### config.mk
export PLATFORM = sky130hd
export DESIGN_NAME = dazzler_io_top
export DESIGN_NICKNAME = d
export VERILOG_FILES = /design/src/dazzler_pkg.sv /design/src/dazzler_io_top.sv /design/src/audio_integrator.sv /design/src/wii_pad_regs.sv /design/src/spi_engine.sv /design/src/io_ctrl.sv
export VERILOG_INCLUDE_DIRS = /design/src
export SDC_FILE = /design/constraint.sdc
export NUM_CORES = 1
export LEC_CHECK = 0
export BUFFER_PORTS_ARGS = -buffer_cell sky130_fd_sc_hd__clkbuf_2
export CAP_MARGIN = 20
export CORE_MARGIN = 2
export CORE_UTILIZATION = 48
export CTS_BUF_LIST = sky130_fd_sc_hd__clkbuf_16
export DETAILED_ROUTE_END_ITERATION = 8
export GPL_ROUTABILITY_DRIVEN = 0
export SETUP_SLACK_MARGIN = 0.4
export SLEW_MARGIN = 25
export SYNTH_ARGS = -nofsm -noshare
export SYNTH_HDL_FRONTEND = slang
export SYNTH_HIERARCHICAL = 1
export SYNTH_SLANG_ARGS = --single-unit
### constraint.sdc
create_clock -name clk50 -period 4.5 [get_ports clk50]
set_input_delay 1.35 -clock clk50 [delete_from_list [all_inputs] [get_ports clk50]]
set_output_delay 1.35 -clock clk50 [all_outputs]
set_load 0.03 [all_outputs]
### src/dazzler_config.svh
`ifndef DAZZLER_CONFIG_SVH
`define DAZZLER_CONFIG_SVH

////////////////////////////////////////
// I/O register map, low 12 address bits
////////////////////////////////////////

`define DAZ_ADDR_WII1_0      12'h004
`define DAZ_ADDR_WII1_1      12'h005
`define DAZ_ADDR_WII1_2      12'h006
`define DAZ_ADDR_WII2_0      12'h007
`define DAZ_ADDR_WII2_1      12'h008
`define DAZ_ADDR_WII2_2      12'h009

`define DAZ_ADDR_CSPI        12'h010  // manual spi pins
`define DAZ_ADDR_SYSCTL      12'h014
`define DAZ_ADDR_TICKS       12'h015

`define DAZ_ADDR_SPI_DATA    12'h020  // write starts a transfer
`define DAZ_ADDR_SPI_IDLE    12'h021
`define DAZ_ADDR_SAMPLE      12'h022

// decoded controller fields, two bytes per word
`define DAZ_ADDR_WII1_DEC_0  12'h030
`define DAZ_ADDR_WII1_DEC_1  12'h031
`define DAZ_ADDR_WII1_DEC_2  12'h032
`define DAZ_ADDR_WII2_DEC_0  12'h033
`define DAZ_ADDR_WII2_DEC_1  12'h034
`define DAZ_ADDR_WII2_DEC_2  12'h035

////////////////////////////////////////
// datapath constants
////////////////////////////////////////

`define DAZ_SPI_HALF_CLKS    32       // 16 bits, two half clocks each
`define DAZ_INT_WINDOW       1500
`define DAZ_INT_WEIGHT       21       // floor(32768 / 1500)

`define DAZ_WII_RESET        48'h123456789abc

`endif
### src/dazzler_pkg.sv
`default_nettype none

package dazzler_pkg;

  // bus side
  typedef logic [11:0] io_addr_t;
  typedef logic [15:0] io_word_t;

  // 5    4    3    2    1          0
  // CS   SCK  IO3  IO2  MISO(n/c)  MOSI
  typedef logic [5:0] spi_pins_t;

  typedef logic [47:0] wii_raw_t;
  typedef logic [95:0] wii_dec_t;  // six bytes used, rt down to lx

  typedef logic signed [15:0] sample_t;

  typedef enum logic {
    SPI_IDLE,
    SPI_RUN
  } spi_state_t;

endpackage

`default_nettype wire

### src/dazzler_io_top.sv
`default_nettype none

module dazzler_io_top (
  input  logic                  clk50,
  input  logic                  SCKclock,
  input  dazzler_pkg::io_addr_t io_a_i,
  input  dazzler_pkg::io_word_t io_wd_i,
  input  logic                  io_w_i,
  input  logic                  audio_i,
  input  logic                  miso_i,
  output dazzler_pkg::io_word_t io_rd_o,
  output logic                  cs_o,
  output logic                  sck_o,
  output logic                  mosi_o,
  output logic                  io2_o,
  output logic                  io3_o,
  output logic                  pd_o
);

  logic                   spi_start;
  logic [5:0]             wii_wr;
  dazzler_pkg::spi_pins_t spi_pins;
  dazzler_pkg::io_word_t  spi_rx;
  logic                   spi_idle;
  dazzler_pkg::wii_raw_t  wii1_raw;
  dazzler_pkg::wii_raw_t  wii2_raw;
  dazzler_pkg::wii_dec_t  wii1_dec;
  dazzler_pkg::wii_dec_t  wii2_dec;
  dazzler_pkg::sample_t   sample;

  ////////////////////////////////////////
  // control
  ////////////////////////////////////////

  io_ctrl i_ctrl (
    .clk50       (clk50),
    .SCKclock    (SCKclock),
    .io_a_i      (io_a_i),
    .io_wd_i     (io_wd_i),
    .io_w_i      (io_w_i),
    .spi_rx_i    (spi_rx),
    .spi_idle_i  (spi_idle),
    .miso_i      (miso_i),
    .wii1_raw_i  (wii1_raw),
    .wii2_raw_i  (wii2_raw),
    .wii1_dec_i  (wii1_dec),
    .wii2_dec_i  (wii2_dec),
    .sample_i    (sample),
    .spi_start_o (spi_start),
    .wii_wr_o    (wii_wr),
    .spi_pins_o  (spi_pins),
    .pd_o        (pd_o),
    .io_rd_o     (io_rd_o)
  );

  ////////////////////////////////////////
  // datapaths
  ////////////////////////////////////////

  spi_engine i_spi (
    .clk50    (clk50),
    .SCKclock (SCKclock),
    .start_i  (spi_start),
    .tx_i     (io_wd_i),
    .miso_i   (miso_i),
    .pins_i   (spi_pins),
    .rx_o     (spi_rx),
    .idle_o   (spi_idle),
    .cs_o     (cs_o),
    .sck_o    (sck_o),
    .mosi_o   (mosi_o),
    .io2_o    (io2_o),
    .io3_o    (io3_o)
  );

  wii_pad_regs i_wii (
    .clk50      (clk50),
    .SCKclock   (SCKclock),
    .wr_i       (wii_wr),
    .wd_i       (io_wd_i),
    .wii1_raw_o (wii1_raw),
    .wii2_raw_o (wii2_raw),
    .wii1_dec_o (wii1_dec),
    .wii2_dec_o (wii2_dec)
  );

  audio_integrator i_audio (
    .clk50    (clk50),
    .SCKclock (SCKclock),
    .audio_i  (audio_i),
    .sample_o (sample)
  );

endmodule

`default_nettype wire

### src/audio_integrator.sv
`default_nettype none

`include "dazzler_config.svh"

module audio_integrator (
  input  logic                 clk50,
  input  logic                 SCKclock,
  input  logic                 audio_i,
  output dazzler_pkg::sample_t sample_o
);

  logic [10:0]          cnt_q;
  dazzler_pkg::sample_t acc_q;
  dazzler_pkg::sample_t weight;
  logic                 last;

  assign last   = (cnt_q == 11'(`DAZ_INT_WINDOW - 1));
  assign weight = audio_i ? 16'(`DAZ_INT_WEIGHT) : -16'(`DAZ_INT_WEIGHT);

  always_ff @(posedge clk50 or posedge SCKclock) begin
    if (SCKclock) begin
      cnt_q    <= '0;
      acc_q    <= '0;
      sample_o <= '0;
    end else begin
      if (last) begin
        sample_o <= acc_q;  // window closes
        cnt_q    <= '0;
        acc_q    <= weight;
      end else begin
        cnt_q <= cnt_q + 11'd1;
        acc_q <= acc_q + weight;
      end
    end
  end

endmodule

`default_nettype wire

### src/wii_pad_regs.sv
`default_nettype none

`include "dazzler_config.svh"

module wii_pad_regs (
  input  logic                  clk50,
  input  logic                  SCKclock,
  input  logic [5:0]            wr_i,
  input  dazzler_pkg::io_word_t wd_i,
  output dazzler_pkg::wii_raw_t wii1_raw_o,
  output dazzler_pkg::wii_raw_t wii2_raw_o,
  output dazzler_pkg::wii_dec_t wii1_dec_o,
  output dazzler_pkg::wii_dec_t wii2_dec_o
);

  dazzler_pkg::wii_raw_t pad_q [2];

  // packed stick and trigger fields live in the low 32 bits
  function automatic dazzler_pkg::wii_dec_t decode(input dazzler_pkg::wii_raw_t raw);
    logic [5:0] lx;
    logic [5:0] ly;
    logic [4:0] rx;
    logic [4:0] ry;
    logic [4:0] lt;
    logic [4:0] rt;
    lx      = raw[5:0];
    rx[4:3] = raw[7:6];
    ly      = raw[13:8];
    rx[2:1] = raw[15:14];
    ry      = raw[20:16];
    lt[4:3] = raw[22:21];
    rx[0]   = raw[23];
    rt      = raw[28:24];
    lt[2:0] = raw[31:29];
    decode = {48'd0,
              3'b000, rt,
              3'b000, lt,
              3'b000, ry,
              3'b000, rx,
              2'b00, ly,
              2'b00, lx};
  endfunction

  always_ff @(posedge clk50 or posedge SCKclock) begin
    if (SCKclock) begin
      pad_q[0] <= `DAZ_WII_RESET;
      pad_q[1] <= `DAZ_WII_RESET;
    end else begin
      // strobes 0..2 for pad 1, 3..5 for pad 2
      for (int k = 0; k < 6; k++) begin
        if (wr_i[k]) begin
          pad_q[k / 3][(k % 3) * 16 +: 16] <= wd_i;
        end
      end
    end
  end

  assign wii1_raw_o = pad_q[0];
  assign wii2_raw_o = pad_q[1];
  assign wii1_dec_o = decode(pad_q[0]);
  assign wii2_dec_o = decode(pad_q[1]);

endmodule

`default_nettype wire

### src/spi_engine.sv
`default_nettype none

`include "dazzler_config.svh"

module spi_engine (
  input  logic                   clk50,
  input  logic                   SCKclock,
  input  logic                   start_i,
  input  dazzler_pkg::io_word_t  tx_i,
  input  logic                   miso_i,
  input  dazzler_pkg::spi_pins_t pins_i,
  output dazzler_pkg::io_word_t  rx_o,
  output logic                   idle_o,
  output logic                   cs_o,
  output logic                   sck_o,
  output logic                   mosi_o,
  output logic                   io2_o,
  output logic                   io3_o
);

  dazzler_pkg::spi_state_t state_q;
  logic [4:0]              cnt_q;    // half-clock count
  dazzler_pkg::io_word_t   shift_q;
  dazzler_pkg::spi_pins_t  merged;

  always_ff @(posedge clk50 or posedge SCKclock) begin
    if (SCKclock) begin
      state_q <= dazzler_pkg::SPI_IDLE;
      cnt_q   <= '0;
      shift_q <= '0;
    end else if (start_i) begin  // restarts a running transfer too
      state_q <= dazzler_pkg::SPI_RUN;
      cnt_q   <= '0;
      shift_q <= tx_i;
    end else if (state_q == dazzler_pkg::SPI_RUN) begin
      if (cnt_q == 5'(`DAZ_SPI_HALF_CLKS - 1)) begin
        state_q <= dazzler_pkg::SPI_IDLE;
        cnt_q   <= '0;
      end else begin
        cnt_q <= cnt_q + 5'd1;
      end
      // sample on the high half of sck, msb first
      if (cnt_q[0]) begin
        shift_q <= {shift_q[14:0], miso_i};
      end
    end
  end

  assign rx_o   = shift_q;
  assign idle_o = (state_q == dazzler_pkg::SPI_IDLE);

  ////////////////////////////////////////
  // pin merge
  ////////////////////////////////////////

  assign merged = pins_i | {1'b0, cnt_q[0], 3'b000, shift_q[15]};

  assign cs_o   = merged[5];
  assign sck_o  = merged[4];
  assign io3_o  = merged[3];
  assign io2_o  = merged[2];
  assign mosi_o = merged[0];

  // engine sck stays low between transfers
  idle_cnt_zero_a : assert property (
    @(posedge clk50) disable iff (SCKclock)
      (state_q == dazzler_pkg::SPI_IDLE) |-> (cnt_q == 5'd0)
  );

endmodule

`default_nettype wire

### src/io_ctrl.sv
`default_nettype none

`include "dazzler_config.svh"

module io_ctrl (
  input  logic                   clk50,
  input  logic                   SCKclock,
  input  dazzler_pkg::io_addr_t  io_a_i,
  input  dazzler_pkg::io_word_t  io_wd_i,
  input  logic                   io_w_i,
  input  dazzler_pkg::io_word_t  spi_rx_i,
  input  logic                   spi_idle_i,
  input  logic                   miso_i,
  input  dazzler_pkg::wii_raw_t  wii1_raw_i,
  input  dazzler_pkg::wii_raw_t  wii2_raw_i,
  input  dazzler_pkg::wii_dec_t  wii1_dec_i,
  input  dazzler_pkg::wii_dec_t  wii2_dec_i,
  input  dazzler_pkg::sample_t   sample_i,
  output logic                   spi_start_o,
  output logic [5:0]             wii_wr_o,
  output dazzler_pkg::spi_pins_t spi_pins_o,
  output logic                   pd_o,
  output dazzler_pkg::io_word_t  io_rd_o
);

  logic                   wr_sysctl;
  logic                   wr_pins;
  dazzler_pkg::io_word_t  sysctl_q;
  dazzler_pkg::spi_pins_t pins_q;
  dazzler_pkg::io_word_t  ticks_q;

  ////////////////////////////////////////
  // write decode
  ////////////////////////////////////////

  assign wr_sysctl   = io_w_i && (io_a_i == `DAZ_ADDR_SYSCTL);
  assign wr_pins     = io_w_i && (io_a_i == `DAZ_ADDR_CSPI);
  assign spi_start_o = io_w_i && (io_a_i == `DAZ_ADDR_SPI_DATA);

  // one strobe per 16-bit controller slice
  assign wii_wr_o[0] = io_w_i && (io_a_i == `DAZ_ADDR_WII1_0);
  assign wii_wr_o[1] = io_w_i && (io_a_i == `DAZ_ADDR_WII1_1);
  assign wii_wr_o[2] = io_w_i && (io_a_i == `DAZ_ADDR_WII1_2);
  assign wii_wr_o[3] = io_w_i && (io_a_i == `DAZ_ADDR_WII2_0);
  assign wii_wr_o[4] = io_w_i && (io_a_i == `DAZ_ADDR_WII2_1);
  assign wii_wr_o[5] = io_w_i && (io_a_i == `DAZ_ADDR_WII2_2);

  ////////////////////////////////////////
  // local registers
  ////////////////////////////////////////

  always_ff @(posedge clk50 or posedge SCKclock) begin
    if (SCKclock) begin
      sysctl_q <= '0;
      pins_q   <= '0;
      ticks_q  <= '0;
    end else begin
      ticks_q <= ticks_q + 16'd1;  // free running and wrapping
      if (wr_sysctl) begin
        sysctl_q <= io_wd_i;
      end
      if (wr_pins) begin
        pins_q <= io_wd_i[5:0];
      end
    end
  end

  assign spi_pins_o = pins_q;
  assign pd_o       = sysctl_q[0];  // external power-down

  ////////////////////////////////////////
  // read-back mux
  ////////////////////////////////////////

  always_comb begin
    case (io_a_i)
      `DAZ_ADDR_WII1_0:     io_rd_o = wii1_raw_i[15:0];
      `DAZ_ADDR_WII1_1:     io_rd_o = wii1_raw_i[31:16];
      `DAZ_ADDR_WII1_2:     io_rd_o = wii1_raw_i[47:32];
      `DAZ_ADDR_WII2_0:     io_rd_o = wii2_raw_i[15:0];
      `DAZ_ADDR_WII2_1:     io_rd_o = wii2_raw_i[31:16];
      `DAZ_ADDR_WII2_2:     io_rd_o = wii2_raw_i[47:32];
      // miso shows up on the undriven pin bit 1
      `DAZ_ADDR_CSPI:       io_rd_o = {10'd0, pins_q} | {14'd0, miso_i, 1'b0};
      `DAZ_ADDR_SYSCTL:     io_rd_o = sysctl_q;
      `DAZ_ADDR_TICKS:      io_rd_o = ticks_q;
      `DAZ_ADDR_SPI_DATA:   io_rd_o = spi_rx_i;
      `DAZ_ADDR_SPI_IDLE:   io_rd_o = {15'd0, spi_idle_i};
      `DAZ_ADDR_SAMPLE:     io_rd_o = sample_i;
      `DAZ_ADDR_WII1_DEC_0: io_rd_o = wii1_dec_i[15:0];   // ly, lx
      `DAZ_ADDR_WII1_DEC_1: io_rd_o = wii1_dec_i[31:16];  // ry, rx
      `DAZ_ADDR_WII1_DEC_2: io_rd_o = wii1_dec_i[47:32];  // rt, lt
      `DAZ_ADDR_WII2_DEC_0: io_rd_o = wii2_dec_i[15:0];
      `DAZ_ADDR_WII2_DEC_1: io_rd_o = wii2_dec_i[31:16];
      `DAZ_ADDR_WII2_DEC_2: io_rd_o = wii2_dec_i[47:32];
      default:              io_rd_o = '0;
    endcase
  end

  // at most one controller slice written per cycle
  wii_wr_onehot_a : assert property (
    @(posedge clk50) disable iff (SCKclock) $onehot0(wii_wr_o)
  );

endmodule

`default_nettype wire

# Word level (Yosys, flattened, before mapping)
# Index checks and enable logic that the tools add are counted.
# W data, S select, Z words.
dict set report classes {
  magnitude_cmp 0
  div 0
  mux 13
  n_bitwise 3
  addsub 4
  multipliers 0
  n_eq_ne 20
  shift 0
  n_reduce_logical 12
}
# cell n
set op_table {}
lappend op_table {{$pmux W16 S18} 1}
lappend op_table {{$eq A12 B6 Y1 const B} 9}
lappend op_table {{$mux W16} 5}
lappend op_table {{$eq A12 B3 Y1 const B} 4}
lappend op_table {{$eq A12 B5 Y1 const B} 3}
lappend op_table {{$eq A12 B4 Y1 const B} 2}
lappend op_table {{$add A16 B1 Y16 const B} 1}
lappend op_table {{$add A16 B16 Y16} 1}
lappend op_table {{$mux W5} 3}
lappend op_table {{$add A11 B1 Y11 const B} 1}
lappend op_table {{$eq A11 B11 Y1 const B} 1}
lappend op_table {{$mux W11} 1}
lappend op_table {{$logic_and A1 B1 Y1} 9}
lappend op_table {{$or A6 B2 Y6} 1}
lappend op_table {{$or A6 B5 Y6} 1}
lappend op_table {{$add A5 B1 Y5 const B} 1}
lappend op_table {{$eq A5 B5 Y1 const B} 1}
lappend op_table {{$reduce_bool A2 Y1} 2}
lappend op_table {{$mux W1} 3}
lappend op_table {{$reduce_and A2 Y1} 1}
lappend op_table {{$not A1 Y1} 1}
dict set report totals {
  ram_bits 0
  in_bits 33
  latch_bits 0
  elab_cells 67
  output_inout_bits 22
  register_bits 199
  mem_count 0
  rom_bits 0
}

# Depth between registers and ports, before layout
# Gate-level depths: netlist (run 1).
dict set report depth {
  ltp_word 4
  mapped_depth 11
  ltp_nobuf 8
}

# Cells and area by module
# The synthesis (run 1) kept the hierarchy.
# module seq_area_each_um2 cells_per_inst area_per_inst_um2 instances
set modules_own_cells {}
lappend modules_own_cells {wii_pad_regs 2457.4 398 5400.2 1}
lappend modules_own_cells {io_ctrl 950.9 457 4092.7 1}
lappend modules_own_cells {audio_integrator 1076.0 218 2373.5 1}
lappend modules_own_cells {spi_engine 550.5 105 1101.1 1}

# Least setup slack after synthesis (run 1)
# No wires, ideal clock.
dict set report synth_timing {
  path_kind {input -> output}
  from {input io_a_i[9]}
  to {output io_rd_o[15]}
  setup_slack_ps -105
  t_required_ps 3150
  path_stages 6
  t_arrival_ps 3255
  path_buffers 2
  path_cell_list {or4_1 > buf_2 > buf_2 > nor3_2 > a31oi_1 > o211ai_1}
}
dict set report synth_via {
  elab_chain_len 2
  elab_cells_between_ends 19
  cone_classes {eq/ne: 18; mux: 1}
}
# item line
set synth_lines {}
lappend synth_lines {{start: declaration} dazzler_io_top.sv:6} ;# input dazzler_pkg::io_addr_t io_a_i,
lappend synth_lines {{$eq A12 B6 Y1 (tied with other cells)} io_ctrl.sv:76} ;# case (io_a_i)
lappend synth_lines {{$pmux W16 S18 *} io_ctrl.sv:76}
lappend synth_lines {{end: declaration} dazzler_io_top.sv:11} ;# output dazzler_pkg::io_word_t io_rd_o,
# Mark *: on every way between the ends. The rest lies on a longest branch, timed or not.

# Worst setup path in the final report (run 1)
dict set report layout_timing {
  from {input io_a_i[10]}
  to {output io_rd_o[4]}
}
# The elaborated chain is that of the path after synthesis.

==> results of run 1 <==
==> registers in the layout, summed over array words and instances, names as in the netlist <==
| register | count |
|---|---|
| i_ctrl/sysctl_q | 16 |
| i_spi/cnt_q | 5 |
| i_wii/wii1_raw_o | 48 |
| i_audio/acc_q | 16 |
| i_ctrl/ticks_q | 16 |
| i_wii/wii2_raw_o | 48 |
| i_spi/state_q | 1 |
| i_ctrl/spi_pins_o | 6 |
| i_spi/rx_o | 16 |
| i_audio/cnt_q | 11 |
| i_audio/sample_o | 16 |
==> path summary, 6_finish.rpt <==
kind | endpoint | start | depth (start not counted)
max | io_rd_o[4] | io_a_i[10] | 11
min | i_audio/cnt_q[0]$_DFF_PP0_ | i_audio/cnt_q[0]$_DFF_PP0_ | 1
max reg2reg | i_audio/sample_o[14]$_DFFE_PP0P_ | i_audio/cnt_q[0]$_DFF_PP0_ | 6
min reg2reg | i_audio/cnt_q[0]$_DFF_PP0_ | i_audio/cnt_q[0]$_DFF_PP0_ | 1
max in group asynchronous | i_wii/wii2_raw_o[15]$_DFFE_PP1P_ | SCKclock | 3
min in group asynchronous | i_wii/wii2_raw_o[17]$_DFFE_PP0P_ | SCKclock | 2
==> per-layer routing <==
layer	routed length [um]	part of all wire, %
met1	15600	42
met2	17000	46
met3	2850	7.7
met4	1800	4.8
met5	0	0
==> critical path: stages <==
cell and delay, ns:
sky130_fd_sc_hd__buf_6 0.09, sky130_fd_sc_hd__or4_4 0.59, sky130_fd_sc_hd__buf_6 0.16, sky130_fd_sc_hd__buf_16 0.13, sky130_fd_sc_hd__nor4_4 0.13, sky130_fd_sc_hd__buf_4 0.19
sky130_fd_sc_hd__buf_6 0.12, sky130_fd_sc_hd__a22o_1 0.16, sky130_fd_sc_hd__a221oi_2 0.05, sky130_fd_sc_hd__nand3_2 0.11, sky130_fd_sc_hd__buf_8 0.13
==> stage by stage <==
stage / setup TNS [ns] / cell area [sq um] / instances
2_1_floorplan: 0 / 12500 / 1113
3_3_place_gp: -1.82 / 13000 / 1463
3_5_place_dp: -2.00 / 13000 / 1464
4_1_cts: -0.0834 / 14100 / 1513
5_1_grt: -0.427 / 14500 / 1530
6_report: -0.245 / 14500 / 1530
==> final cells by class <==
| class | instances | area share [%] |
|---|---|---|
| multi-input cells | 737 | 44.8 |
| clock inverters | 15 | 1.08 |
| repair buffers | 218 | 13.3 |
| well taps | 330 | 2.84 |
| inverters | 14 | 0.379 |
| clock buffers | 17 | 2.93 |
| flip-flops and latches | 199 | 34.6 |
==> repair_timing <==
| action | 4_1_cts | 5_1_grt |
|---|---|---|
| gates cloned | 1 | 1 |
| pin swaps | 16 | 29 |
| setup endpoints to repair | 16 | 16 |
| resized for setup | 96 | 63 |
| buffers inserted | 16 | 16 |
==> power by group <==
part	total (uW)	internal, uW	switching (uW)
Clock	1560	790	767
Combinational	977	419	558
Sequential	1930	1880	57.1
Total	4470	3090	1380
==> impl_metrics.sql, run 1 <==
INSERT INTO impl_metrics (metric_group, metric, value, unit) VALUES
('die', 'fp-row-count', '58', ''),
('logic_synthesis', 'post_synth_inst_count', '1082', ''),
('timing', 'final.setup_skew', '0.00772', 'ns'),
('status', 'failed_checks', 'setup timing', ''),
('global_route', 'grt_met2_usage', '44.2', '%'),
('hold_path', 'hold_path.class', 'reg2reg', ''),
('die', 'num_io_pins', '55', ''),
('critical_path', 'r2r_slack', '2.27', 'ns'),
('critical_path', 'path_max_fanout', '5', ''),
('global_route', 'grt_pass1_vias', '9045', ''),
('run', 'max_cap_viols', '0', ''),
('timing', 'worst-slew-pin-transition', '0.939', 'ns'),
('clock_network', 'cts_hold_repair.buffers', '0', ''),
('die', 'design.die.area', '26800', 'sq um'),
('die', 'die_height', '164', 'um'),
('layout', 'drive_above_1_share', '46.7', '%'),
('placed_design', 'port-buffer-count', '54', ''),
('logic_synthesis', 'ys_warn_count', '6', ''),
('critical_path', 'worst-endpoint-arrival', '3.21', 'ns'),
('power_and_ir_drop', 'total_power', '4470', 'uW'),
('clock_network', 'cts_tree', 'built', ''),
('critical_path', 'worstSetupEndpointType', 'output port', ''),
('clock_network', 'worst_skew_pair.late_latency', '0.45', 'ns'),
('detailed_routing', 'drt_first_iter_violations', '819', ''),
('detailed_routing', 'wl_per_cell', '24.3', 'um'),
('layout', 'mostFrequentLayoutCell', 'sky130_fd_sc_hd__dfrtp_1', ''),
('layout', 'utilization', '57.9', '%'),
('detailed_routing', 'drc', '0', ''),
('global_route', 'number_of_antenna_violations_at_the_first_check_in_global_routing', '1', ''),
('layout', 'seq_area', '5030', 'sq um'),
('timing', 'worst_max_slew_margin_expressed_relative_to_the_limit', '37.3', '%'),
('layout', 'layout-area-overhead-vs-synth', '18.7', '%'),
('global_route', 'first_pass_grt_wire_length', '55.5', 'mm'),
('timing', 'period_needed', '4.56', 'ns'),
('timing', 'final.period_utilization', '101', '%'),
('detailed_routing', 'dr_total_vias', '9243', ''),
('power_and_ir_drop', 'power_leakage', '0.00653', 'uW'),
('timing', 'report.final.slew_viol_count', '0', ''),
('placed_design', 'detail_placement_hpwl', '26.6', 'mm'),
('clock_network', 'cts.reportedPaths.clkPinSlew', '0.08', 'ns'),
('power_and_ir_drop', 'pwr_density_cell', '307', 'nW/um^2'),
('timing', 'rsz0062_at_grt', 'true', ''),
('die', 'initial_core_util', '48.8', '%'),
('global_route', 'globalRouteOverflowTotal', '0', ''),
('clock_network', 'cts-root-buf', 'sky130_fd_sc_hd__clkbuf_16', ''),
('global_route', 'grt_use_met3', '5.66', '%'),
('detailed_routing', 'drt_wl_total', '37.2', 'mm'),
('layout', 'fin_nets', '1239', ''),
('clock_network', 'numClockSinks', '199', ''),
('status', 'status', 'complete, but fails checks', ''),
('timing', 'setup_viol', '9', ''),
('layout', 'antenna_cells', '0', ''),
('power_and_ir_drop', 'ir_worst_vdd', '0.318', 'mV'),
('clock_network', 'cts-htree-levels', '4', ''),
('logic_synthesis', 'avgSynthCellArea', '11.3', 'sq um'),
('global_route', 'met1_usage', '37.6', '%'),
('clock_network', 'numCtsBuffers', '17', ''),
('critical_path', 'critical_path_class', 'in2out', ''),
('global_route', 'grt_max_degree', '53', ''),
('logic_synthesis', 'netlist_area', '12200', 'sq um'),
('critical_path', 'cp_data_required_time', '3.15', 'ns'),
('detailed_routing', 'routed_via_density', '6.04', ''),
('detailed_routing', 'drt_pre_antenna_iters', '6', ''),
('critical_path', 'worstSetupStartpointType', 'primary input', ''),
('timing', 'maxClockFrequency', '0.219', 'GHz'),
('layout', 'most_frequent_cells_in_the_layout', 'sky130_fd_sc_hd__dfrtp_1, sky130_fd_sc_hd__buf_4, sky130_fd_sc_hd__mux2_2, sky130_fd_sc_hd__mux2_4, sky130_fd_sc_hd__nand2_1', ''),
('timing', 'timing.hold.ws', '0.463', 'ns'),
('layout', 'multi_input_comb_area', '6510', 'sq um'),
('placed_design', 'pre_cts_slack', '-0.206', 'ns'),
('timing', 'timing_hold_violations_final', '0', ''),
('detailed_routing', 'drt.antenna.violating_nets', '0', ''),
('die', 'core_area', '25100', 'sq um'),
('global_route', 'gr-usage-all-layers', '27.9', '%'),
('die', 'die_x', '164', 'um'),
('layout', 'fill_cells', '2119', ''),
('timing', 'final_critical_path_setup_slack', '-0.0571', 'ns'),
('global_route', 'busiest_layer', 'met2', ''),
('clock_network', 'cts.path.max_buffers', '2', '');
Power figures use the tool's default switching activity.
==> run 2: changes to the inputs <==
CTS_BUF_LIST = sky130_fd_sc_hd__clkbuf_4 sky130_fd_sc_hd__clkbuf_8   (was sky130_fd_sc_hd__clkbuf_16)
==> run 2 against run 1 <==
Net effect:
- the flow still finishes with violations (setup timing)
- register-to-register slack about the same
- cell count decreased by 0.39%
- largest power group unchanged
- critical path type unchanged
- worst setup slack got worse by 0.012 ns
- total power fell by 8.4%
- non-clock buffer count shrank 6
- sequential cell count is the same
- hold slack better by 0.0049 ns
- sequential share of layout area up 0.90 points
==> impl_metrics.sql, run 2 (synthesis gave the netlist of run 1 again) <==
INSERT INTO impl_metrics (metric_group, metric, value, unit) VALUES
('status', 'status', 'complete, but fails checks', ''),
('status', 'failed_checks', 'setup timing', ''),
('clock_network', 'cts.path.max_buffers', '2', ''),
('die', 'initial_core_util', '48.8', '%'),
('layout', 'layout-area-overhead-vs-synth', '15.7', '%'),
('critical_path', 'worstSetupStartpointType', 'primary input', ''),
('global_route', 'first_pass_grt_wire_length', '55.1', 'mm'),
('timing', 'timing.hold.ws', '0.468', 'ns'),
('detailed_routing', 'drt.antenna.violating_nets', '0', ''),
('detailed_routing', 'drt_pre_antenna_iters', '7', ''),
('critical_path', 'worstSetupEndpointType', 'output port', ''),
('power_and_ir_drop', 'net-switching-power', '1320', 'uW'),
('die', 'die_height', '164', 'um'),
('critical_path', 'crit-reg2reg-capture', 'i_audio/sample_o[14]$_DFFE_PP0P_', ''),
('layout', 'fin_nets', '1233', ''),
('hold_path', 'min_delay_endpoint', 'i_audio/cnt_q[0]$_DFF_PP0_', ''),
('layout', 'most_frequent_cells_in_the_layout', 'sky130_fd_sc_hd__dfrtp_1, sky130_fd_sc_hd__buf_4, sky130_fd_sc_hd__mux2_2, sky130_fd_sc_hd__mux2_4, sky130_fd_sc_hd__nand2_1', ''),
('critical_path', 'r2r_slack', '2.26', 'ns'),
('power_and_ir_drop', 'power_leakage', '0.00638', 'uW'),
('die', 'design.die.area', '26800', 'sq um'),
('critical_path', 'worst-endpoint-arrival', '3.22', 'ns'),
('clock_network', 'cts-root-buf', 'sky130_fd_sc_hd__clkbuf_8', ''),
('clock_network', 'cts_tree', 'built', ''),
('global_route', 'grt_pass1_vias', '8939', ''),
('die', 'fp-row-count', '58', ''),
('critical_path', 'critical_path_class', 'in2out', ''),
('timing', 'final.period_utilization', '102', '%'),
('placed_design', 'detail_placement_hpwl', '26.6', 'mm'),
('critical_path', 'timing.reg2reg.worst_path_depth', '6', ''),
('power_and_ir_drop', 'internal_cell_power', '2770', 'uW'),
('timing', 'rsz0062_at_grt', 'true', ''),
('power_and_ir_drop', 'share_clk_of_total_power', '29.2', '%'),
('hold_path', 'hold_path.startpoint', 'i_audio/cnt_q[0]$_DFF_PP0_', ''),
('critical_path', 'worst_r2r_startpoint', 'i_audio/cnt_q[0]$_DFF_PP0_', ''),
('detailed_routing', 'wl_per_cell', '23.9', 'um'),
('clock_network', 'cts.reportedPaths.clkPinSlew', '0.11', 'ns'),
('placed_design', 'port-buffer-count', '54', ''),
('power_and_ir_drop', 'pwr-share-seq', '47.3', '%'),
('timing', 'period_needed', '4.57', 'ns'),
('global_route', 'gr-usage-all-layers', '27.7', '%'),
('timing', 'setup_viol', '9', ''),
('global_route', 'number_of_antenna_violations_at_the_first_check_in_global_routing', '1', ''),
('timing', 'maxClockFrequency', '0.219', 'GHz'),
('global_route', 'globalRouteOverflowTotal', '0', ''),
('critical_path', 'crit_path_frequent_cell', 'sky130_fd_sc_hd__buf_6', ''),
('critical_path', 'path_max_fanout', '5', ''),
('timing', 'worst_max_slew_margin_expressed_relative_to_the_limit', '37.1', '%'),
('clock_network', 'numCtsBuffers', '17', ''),
('critical_path', 'path_buf_inv', '6', ''),
('layout', 'antenna_cells', '0', ''),
('detailed_routing', 'drt_first_iter_violations', '858', ''),
('die', 'num_io_pins', '55', ''),
('detailed_routing', 'routed_via_density', '5.93', ''),
('power_and_ir_drop', 'pwr_density_cell', '289', 'nW/um^2'),
('timing', 'worst-slew-pin-transition', '0.943', 'ns'),
('run', 'max_cap_viols', '0', ''),
('timing', 'timing_hold_violations_final', '0', ''),
('power_and_ir_drop', 'power.share.combinational', '23.5', '%'),
('timing', 'final_critical_path_setup_slack', '-0.0695', 'ns'),
('critical_path', 'crit_path_max_cell_delay', '0.59', 'ns'),
('hold_path', 'hold_path.class', 'reg2reg', ''),
('critical_path', 'timing.critical_path.max_delay_family', 'simple AND/OR/NAND/NOR gates', ''),
('detailed_routing', 'dr_total_vias', '9040', ''),
('detailed_routing', 'drt_wl_total', '36.4', 'mm'),
('hold_path', 'hold_depth', '1', ''),
('timing', 'final.setup_skew', '0.0121', 'ns'),
('clock_network', 'cts_hold_repair.buffers', '0', ''),
('clock_network', 'numClockSinks', '199', ''),
('clock_network', 'cts-htree-levels', '4', ''),
('layout', 'mostFrequentLayoutCell', 'sky130_fd_sc_hd__dfrtp_1', ''),
('layout', 'drive_above_1_share', '45.4', '%'),
('power_and_ir_drop', 'ir_worst_vdd', '0.332', 'mV'),
('die', 'die_x', '164', 'um'),
('die', 'core_area', '25100', 'sq um'),
('critical_path', 'worstPathCellList', 'buf_6 > or4_4 > buf_6 > buf_16 > nor4_4 > buf_4 > buf_6 > a22o_1 > a221oi_2 > nand3_2 > buf_8', ''),
('placed_design', 'detailed_place.area', '13000', 'sq um'),
('clock_network', 'worst_skew_pair.late_latency', '0.48', 'ns'),
('layout', 'postLayoutCellArea', '14200', 'sq um'),
('detailed_routing', 'drc', '0', ''),
('power_and_ir_drop', 'swShare', '32.3', '%'),
('critical_path', 'cp_data_required_time', '3.15', 'ns'),
('global_route', 'grt_max_degree', '53', ''),
('critical_path', 'critical-path-slowest-cell', 'sky130_fd_sc_hd__or4_4', ''),
('timing', 'setup-tns-final', '-0.297', 'ns'),
('timing', 'report.final.slew_viol_count', '0', '');
[run 2: cell types whose count changed in the layout (fill, tap and decap cells not counted), sizes merged]
| cell | before | now |
|---|---|---|
| buf | 178 | 168 |
| clkbuf | 57 | 62 |
| clkinv | 6 | 5 |
[run 2: through the flow]
stage / util [%] / power (uW) / setup slack, ns / cells
finish: 56.4 / 4090 / -0.0695 / 1524
global route: 56.4 / 4320 / -0.0950 / 1524
CTS: 55.2 / 4110 / -0.0604 / 1511
detailed placement: 51.7 / 2890 / -0.206 / 1464
global placement: 51.6 / 2880 / -0.182 / 1463
floorplan: - / 2680 / 0.0264 / 1113
[run 2: worst max path at each step]
stage | cells past startpoint | to | slack (ns) | start
after floorplan | 6 | io_rd_o[15] | 0.03 | io_a_i[5]
after global routing | 11 | io_rd_o[4] | -0.09 | io_a_i[10]
after detailed placement | 10 | io_rd_o[14] | -0.21 | io_a_i[9]
after global placement | 8 | io_rd_o[10] | -0.18 | io_a_i[9]
final | 11 | io_rd_o[4] | -0.07 | io_a_i[10]
after CTS | 9 | io_rd_o[13] | -0.06 | io_a_i[9]
[run 2: area by class of cell]
class / instances / area, sq um
Clock inverter: 14 / 154
Tap cell: 330 / 413
Sequential cell: 199 / 5030
Multi-Input combinational cell: 737 / 6410
Timing Repair Buffer: 212 / 1850
Clock buffer: 18 / 248
Fill cell: 2167 / 10900
Inverter: 14 / 55.1
[run 2: power by group through the flow]
stage | Sequential (uW) | Combinational [uW] | Clock, uW
2_1_floorplan | 1940 | 735 | 0
3_3_place_gp | 1970 | 911 | 0
3_5_place_dp | 1970 | 922 | 0
4_1_cts | 1930 | 949 | 1230
5_1_grt | 1950 | 1070 | 1310
6_report | 1930 | 960 | 1200
[run 2: per-layer routing]
metal	global-route usage [%]	part of all wire [%]	up-vias
met5	0	0	-
met4	9.57	3.9	0
met3	5.48	7.2	88
met2	43.8	46	399
met1	38.0	43	4506
li1	-	-	4047
[run 2: timing repair]
item | CTS | global route
setup endpoints to repair | 16 | 16
pin swaps | 18 | 26
buffers inserted | 14 | 13
gates resized for setup | 78 | 55
cloned | 1 | 0
==> run 3: changes to the inputs <==
--- a/config.mk
+++ b/config.mk
@@ -12,4 +12,5 @@
 export CORE_UTILIZATION = 48
 export CTS_BUF_LIST = sky130_fd_sc_hd__clkbuf_4 sky130_fd_sc_hd__clkbuf_8
+export CTS_CLUSTER_SIZE = 16
 export DETAILED_ROUTE_END_ITERATION = 8
 export GPL_ROUTABILITY_DRIVEN = 0
==> constraint.sdc (replaced) <==
create_clock -name clk50 -period 4.5 [get_ports clk50]
set_input_delay 1.35 -clock clk50 [delete_from_list [all_inputs] [get_ports clk50]]
set_output_delay 1.35 -clock clk50 [all_outputs]
set_load 0.005 [all_outputs]
==> run 3 against run 2 <==
Net effect:
- the flow now finishes without violations
- cell area fell by 0.94%
- sequential share of layout area grew 0.34 points
- cell count down 0.46%
- utilization is 0.53 points lower
- via count is 0.34% higher
- fmax rose by 1.8%
- routed wire length increased by 2.0%
- total power increased by 1.0%
- critical path depth decreased by 1
- critical endpoint is now io_rd_o[5]
==> impl_metrics.sql, run 3 (synthesis gave the netlist of run 1 again) <==
INSERT INTO impl_metrics (metric_group, metric, value, unit) VALUES
('status', 'status', 'finished, final reports clean', ''),
('die', 'die_x', '164', 'um'),
('power_and_ir_drop', 'total_power', '4130', 'uW'),
('critical_path', 'crit-reg2reg-capture', 'i_audio/sample_o[14]$_DFFE_PP0P_', ''),
('detailed_routing', 'drt.antenna.violating_nets', '0', ''),
('placed_design', 'post-place-cells', '1455', ''),
('layout', 'fin_nets', '1226', ''),
('clock_network', 'cts_hold_repair.buffers', '0', ''),
('critical_path', 'worstSetupEndpointType', 'output port', ''),
('timing', 'period_needed', '4.49', 'ns'),
('die', 'fp-row-count', '58', ''),
('timing', 'report.final.slew_viol_count', '0', ''),
('critical_path', 'worstPathCellList', 'buf_6 > or4_4 > buf_8 > nor3_4 > buf_12 > buf_6 > a32o_1 > a31oi_1 > nand3_1 > buf_2', ''),
('clock_network', 'worst_skew_pair.late_latency', '0.49', 'ns'),
('layout', 'final_cell_count_no_fill', '1517', ''),
('clock_network', 'cts_tree', 'built', ''),
('global_route', 'globalRouteOverflowTotal', '0', ''),
('timing', 'worst_max_slew_margin_expressed_relative_to_the_limit', '39.0', '%'),
('global_route', 'number_of_antenna_violations_at_the_first_check_in_global_routing', '0', ''),
('global_route', 'gr-usage-all-layers', '28.6', '%'),
('detailed_routing', 'drt_wl_total', '37.1', 'mm'),
('critical_path', 'worstSetupStartpointType', 'primary input', ''),
('critical_path', 'cp_data_required_time', '3.15', 'ns'),
('timing', 'final.period_utilization', '99.7', '%'),
('layout', 'antenna_cells', '0', ''),
('critical_path', 'path_max_fanout', '5', ''),
('global_route', 'grt_max_degree', '62', ''),
('critical_path', 'r2r_slack', '2.06', 'ns'),
('placed_design', 'port-buffer-count', '54', ''),
('hold_path', 'hold_path.startpoint', 'i_audio/cnt_q[0]$_DFF_PP0_', ''),
('die', 'num_io_pins', '55', ''),
('critical_path', 'worst-endpoint-arrival', '3.14', 'ns'),
('clock_network', 'cts-htree-levels', '4', ''),
('layout', 'most_frequent_cells_in_the_layout', 'sky130_fd_sc_hd__dfrtp_1, sky130_fd_sc_hd__buf_4, sky130_fd_sc_hd__mux2_2, sky130_fd_sc_hd__mux2_4, sky130_fd_sc_hd__nand2_1', ''),
('clock_network', 'cts.reportedPaths.clkPinSlew', '0.11', 'ns'),
('clock_network', 'cts.path.max_buffers', '2', ''),
('timing', 'setup-tns-final', '0', 'ns'),
('critical_path', 'worst_r2r_startpoint', 'i_audio/cnt_q[0]$_DFF_PP0_', ''),
('timing', 'final.setup_skew', '0.00997', 'ns'),
('detailed_routing', 'wl_per_cell', '24.5', 'um'),
('layout', 'postLayoutCellArea', '14000', 'sq um'),
('detailed_routing', 'drt_first_iter_violations', '964', ''),
('timing', 'worst-slew-pin-transition', '0.912', 'ns'),
('run', 'max_cap_viols', '0', ''),
('power_and_ir_drop', 'ir_worst_vdd', '0.299', 'mV'),
('layout', 'drive_above_1_share', '44.8', '%'),
('critical_path', 'crit_path_frequent_cell', 'sky130_fd_sc_hd__buf_6', ''),
('placed_design', 'detail_placement_hpwl', '27.5', 'mm'),
('detailed_routing', 'drc', '0', ''),
('power_and_ir_drop', 'power_leakage', '0.00635', 'uW'),
('die', 'design.die.area', '26800', 'sq um'),
('critical_path', 'critical-path-slowest-cell', 'sky130_fd_sc_hd__or4_4', ''),
('global_route', 'grt_pass1_vias', '9296', ''),
('timing', 'maxClockFrequency', '0.223', 'GHz'),
('global_route', 'first_pass_grt_wire_length', '56.8', 'mm'),
('clock_network', 'cts-root-buf', 'sky130_fd_sc_hd__clkbuf_8', ''),
('critical_path', 'crit_path_max_cell_delay', '0.58', 'ns'),
('critical_path', 'critical_path_class', 'in2out', ''),
('detailed_routing', 'routed_via_density', '5.98', ''),
('die', 'initial_core_util', '48.8', '%'),
('hold_path', 'hold_path.class', 'reg2reg', ''),
('power_and_ir_drop', 'pwr_density_cell', '294', 'nW/um^2'),
('die', 'die_height', '164', 'um'),
('timing', 'rsz0062_at_grt', 'true', ''),
('clock_network', 'numClockSinks', '199', ''),
('hold_path', 'min_delay_endpoint', 'i_audio/cnt_q[0]$_DFF_PP0_', ''),
('hold_path', 'hold_depth', '1', ''),
('detailed_routing', 'drt_pre_antenna_iters', '7', ''),
('clock_network', 'numCtsBuffers', '17', ''),
('critical_path', 'timing.reg2reg.worst_path_depth', '5', ''),
('die', 'core_area', '25100', 'sq um'),
('placed_design', 'detailed_place.area', '12900', 'sq um'),
('timing', 'setup_viol', '0', ''),
('detailed_routing', 'dr_total_vias', '9071', ''),
('layout', 'layout-area-overhead-vs-synth', '14.6', '%'),
('timing', 'timing_hold_violations_final', '0', ''),
('timing', 'timing.hold.ws', '0.488', 'ns'),
('layout', 'mostFrequentLayoutCell', 'sky130_fd_sc_hd__dfrtp_1', '');
==> run 3: changes by cell type in the layout (fill, tap and decap cells not counted), sizes merged <==
cell | previous run | this run
clkinvlp | 0 | 1
bufinv | 1 | 2
buf | 168 | 169
clkbuf | 62 | 53
inv | 22 | 20
clkinv | 5 | 6
==> run 3: worst max-delay path by stage <==
stage | startpoint | end | slack (ns) | depth (start not counted)
after floorplan | io_a_i[9] | io_rd_o[7] | 0.23 | 7
after detailed placement | io_a_i[9] | io_rd_o[1] | -0.08 | 10
after global placement | io_a_i[9] | io_rd_o[1] | -0.06 | 10
after CTS | io_a_i[4] | io_rd_o[7] | 0.03 | 8
after global routing | io_a_i[4] | io_rd_o[7] | -0.03 | 8
final | io_a_i[9] | io_rd_o[5] | 0.01 | 10
==> run 3: report_power, final <==
part / internal [uW] / switching, uW / total [uW]
combinational: 410 / 550 / 961
clock: 520 / 713 / 1230
sequential: 1880 / 61.2 / 1940
total: 2810 / 1320 / 4130
==> run 3: per-layer routing <==
metal  vias to the layer above  wire length [um]  share of wire [%]  GRT usage (%)
li1                       4027                 -                  -              -
met1                      4558             15800                 43           38.5
met2                       396             17200                 46           45.7
met3                        90              2830                7.6           6.21
met4                         0              1310                3.5           9.77
met5                         -                 0                  0              0
==> run 3: through the flow <==
| stage | setup WS, ns | utilization (%) |
|---|---|---|
| after floorplan | 0.228 | - |
| after global placement | -0.0558 | 51.2 |
| after detailed placement | -0.0756 | 51.2 |
| after CTS | 0.0307 | 54.6 |
| after global routing | -0.0309 | 55.9 |
| final | 0.0127 | 55.9 |
==> run 3: cell type report <==
type | instances | area, sq um
clock buffer | 17 | 234
inverter | 14 | 55.1
multi-input combinational | 737 | 6450
fill | 2232 | 11100
timing repair buffer | 205 | 1660
clock inverter | 15 | 188
tap | 330 | 413
sequential | 199 | 5030
==> run 3: critical path, delay by kind of cell <==
family,cells,cell delay [ns]
AO/OA/AOI/OAI,2,0.18
AND/OR/NAND/NOR,3,0.94
buffers and inverters,5,0.67
==> run 3: timing repair <==
action | in CTS | in global routing
cloned | 0 | 0
endpoints found under the setup margin | 16 | 16
endpoints found under the hold margin | 0 | 0
pin swaps | 25 | 26
gates resized for setup | 59 | 64
buffers inserted | 21 | 9
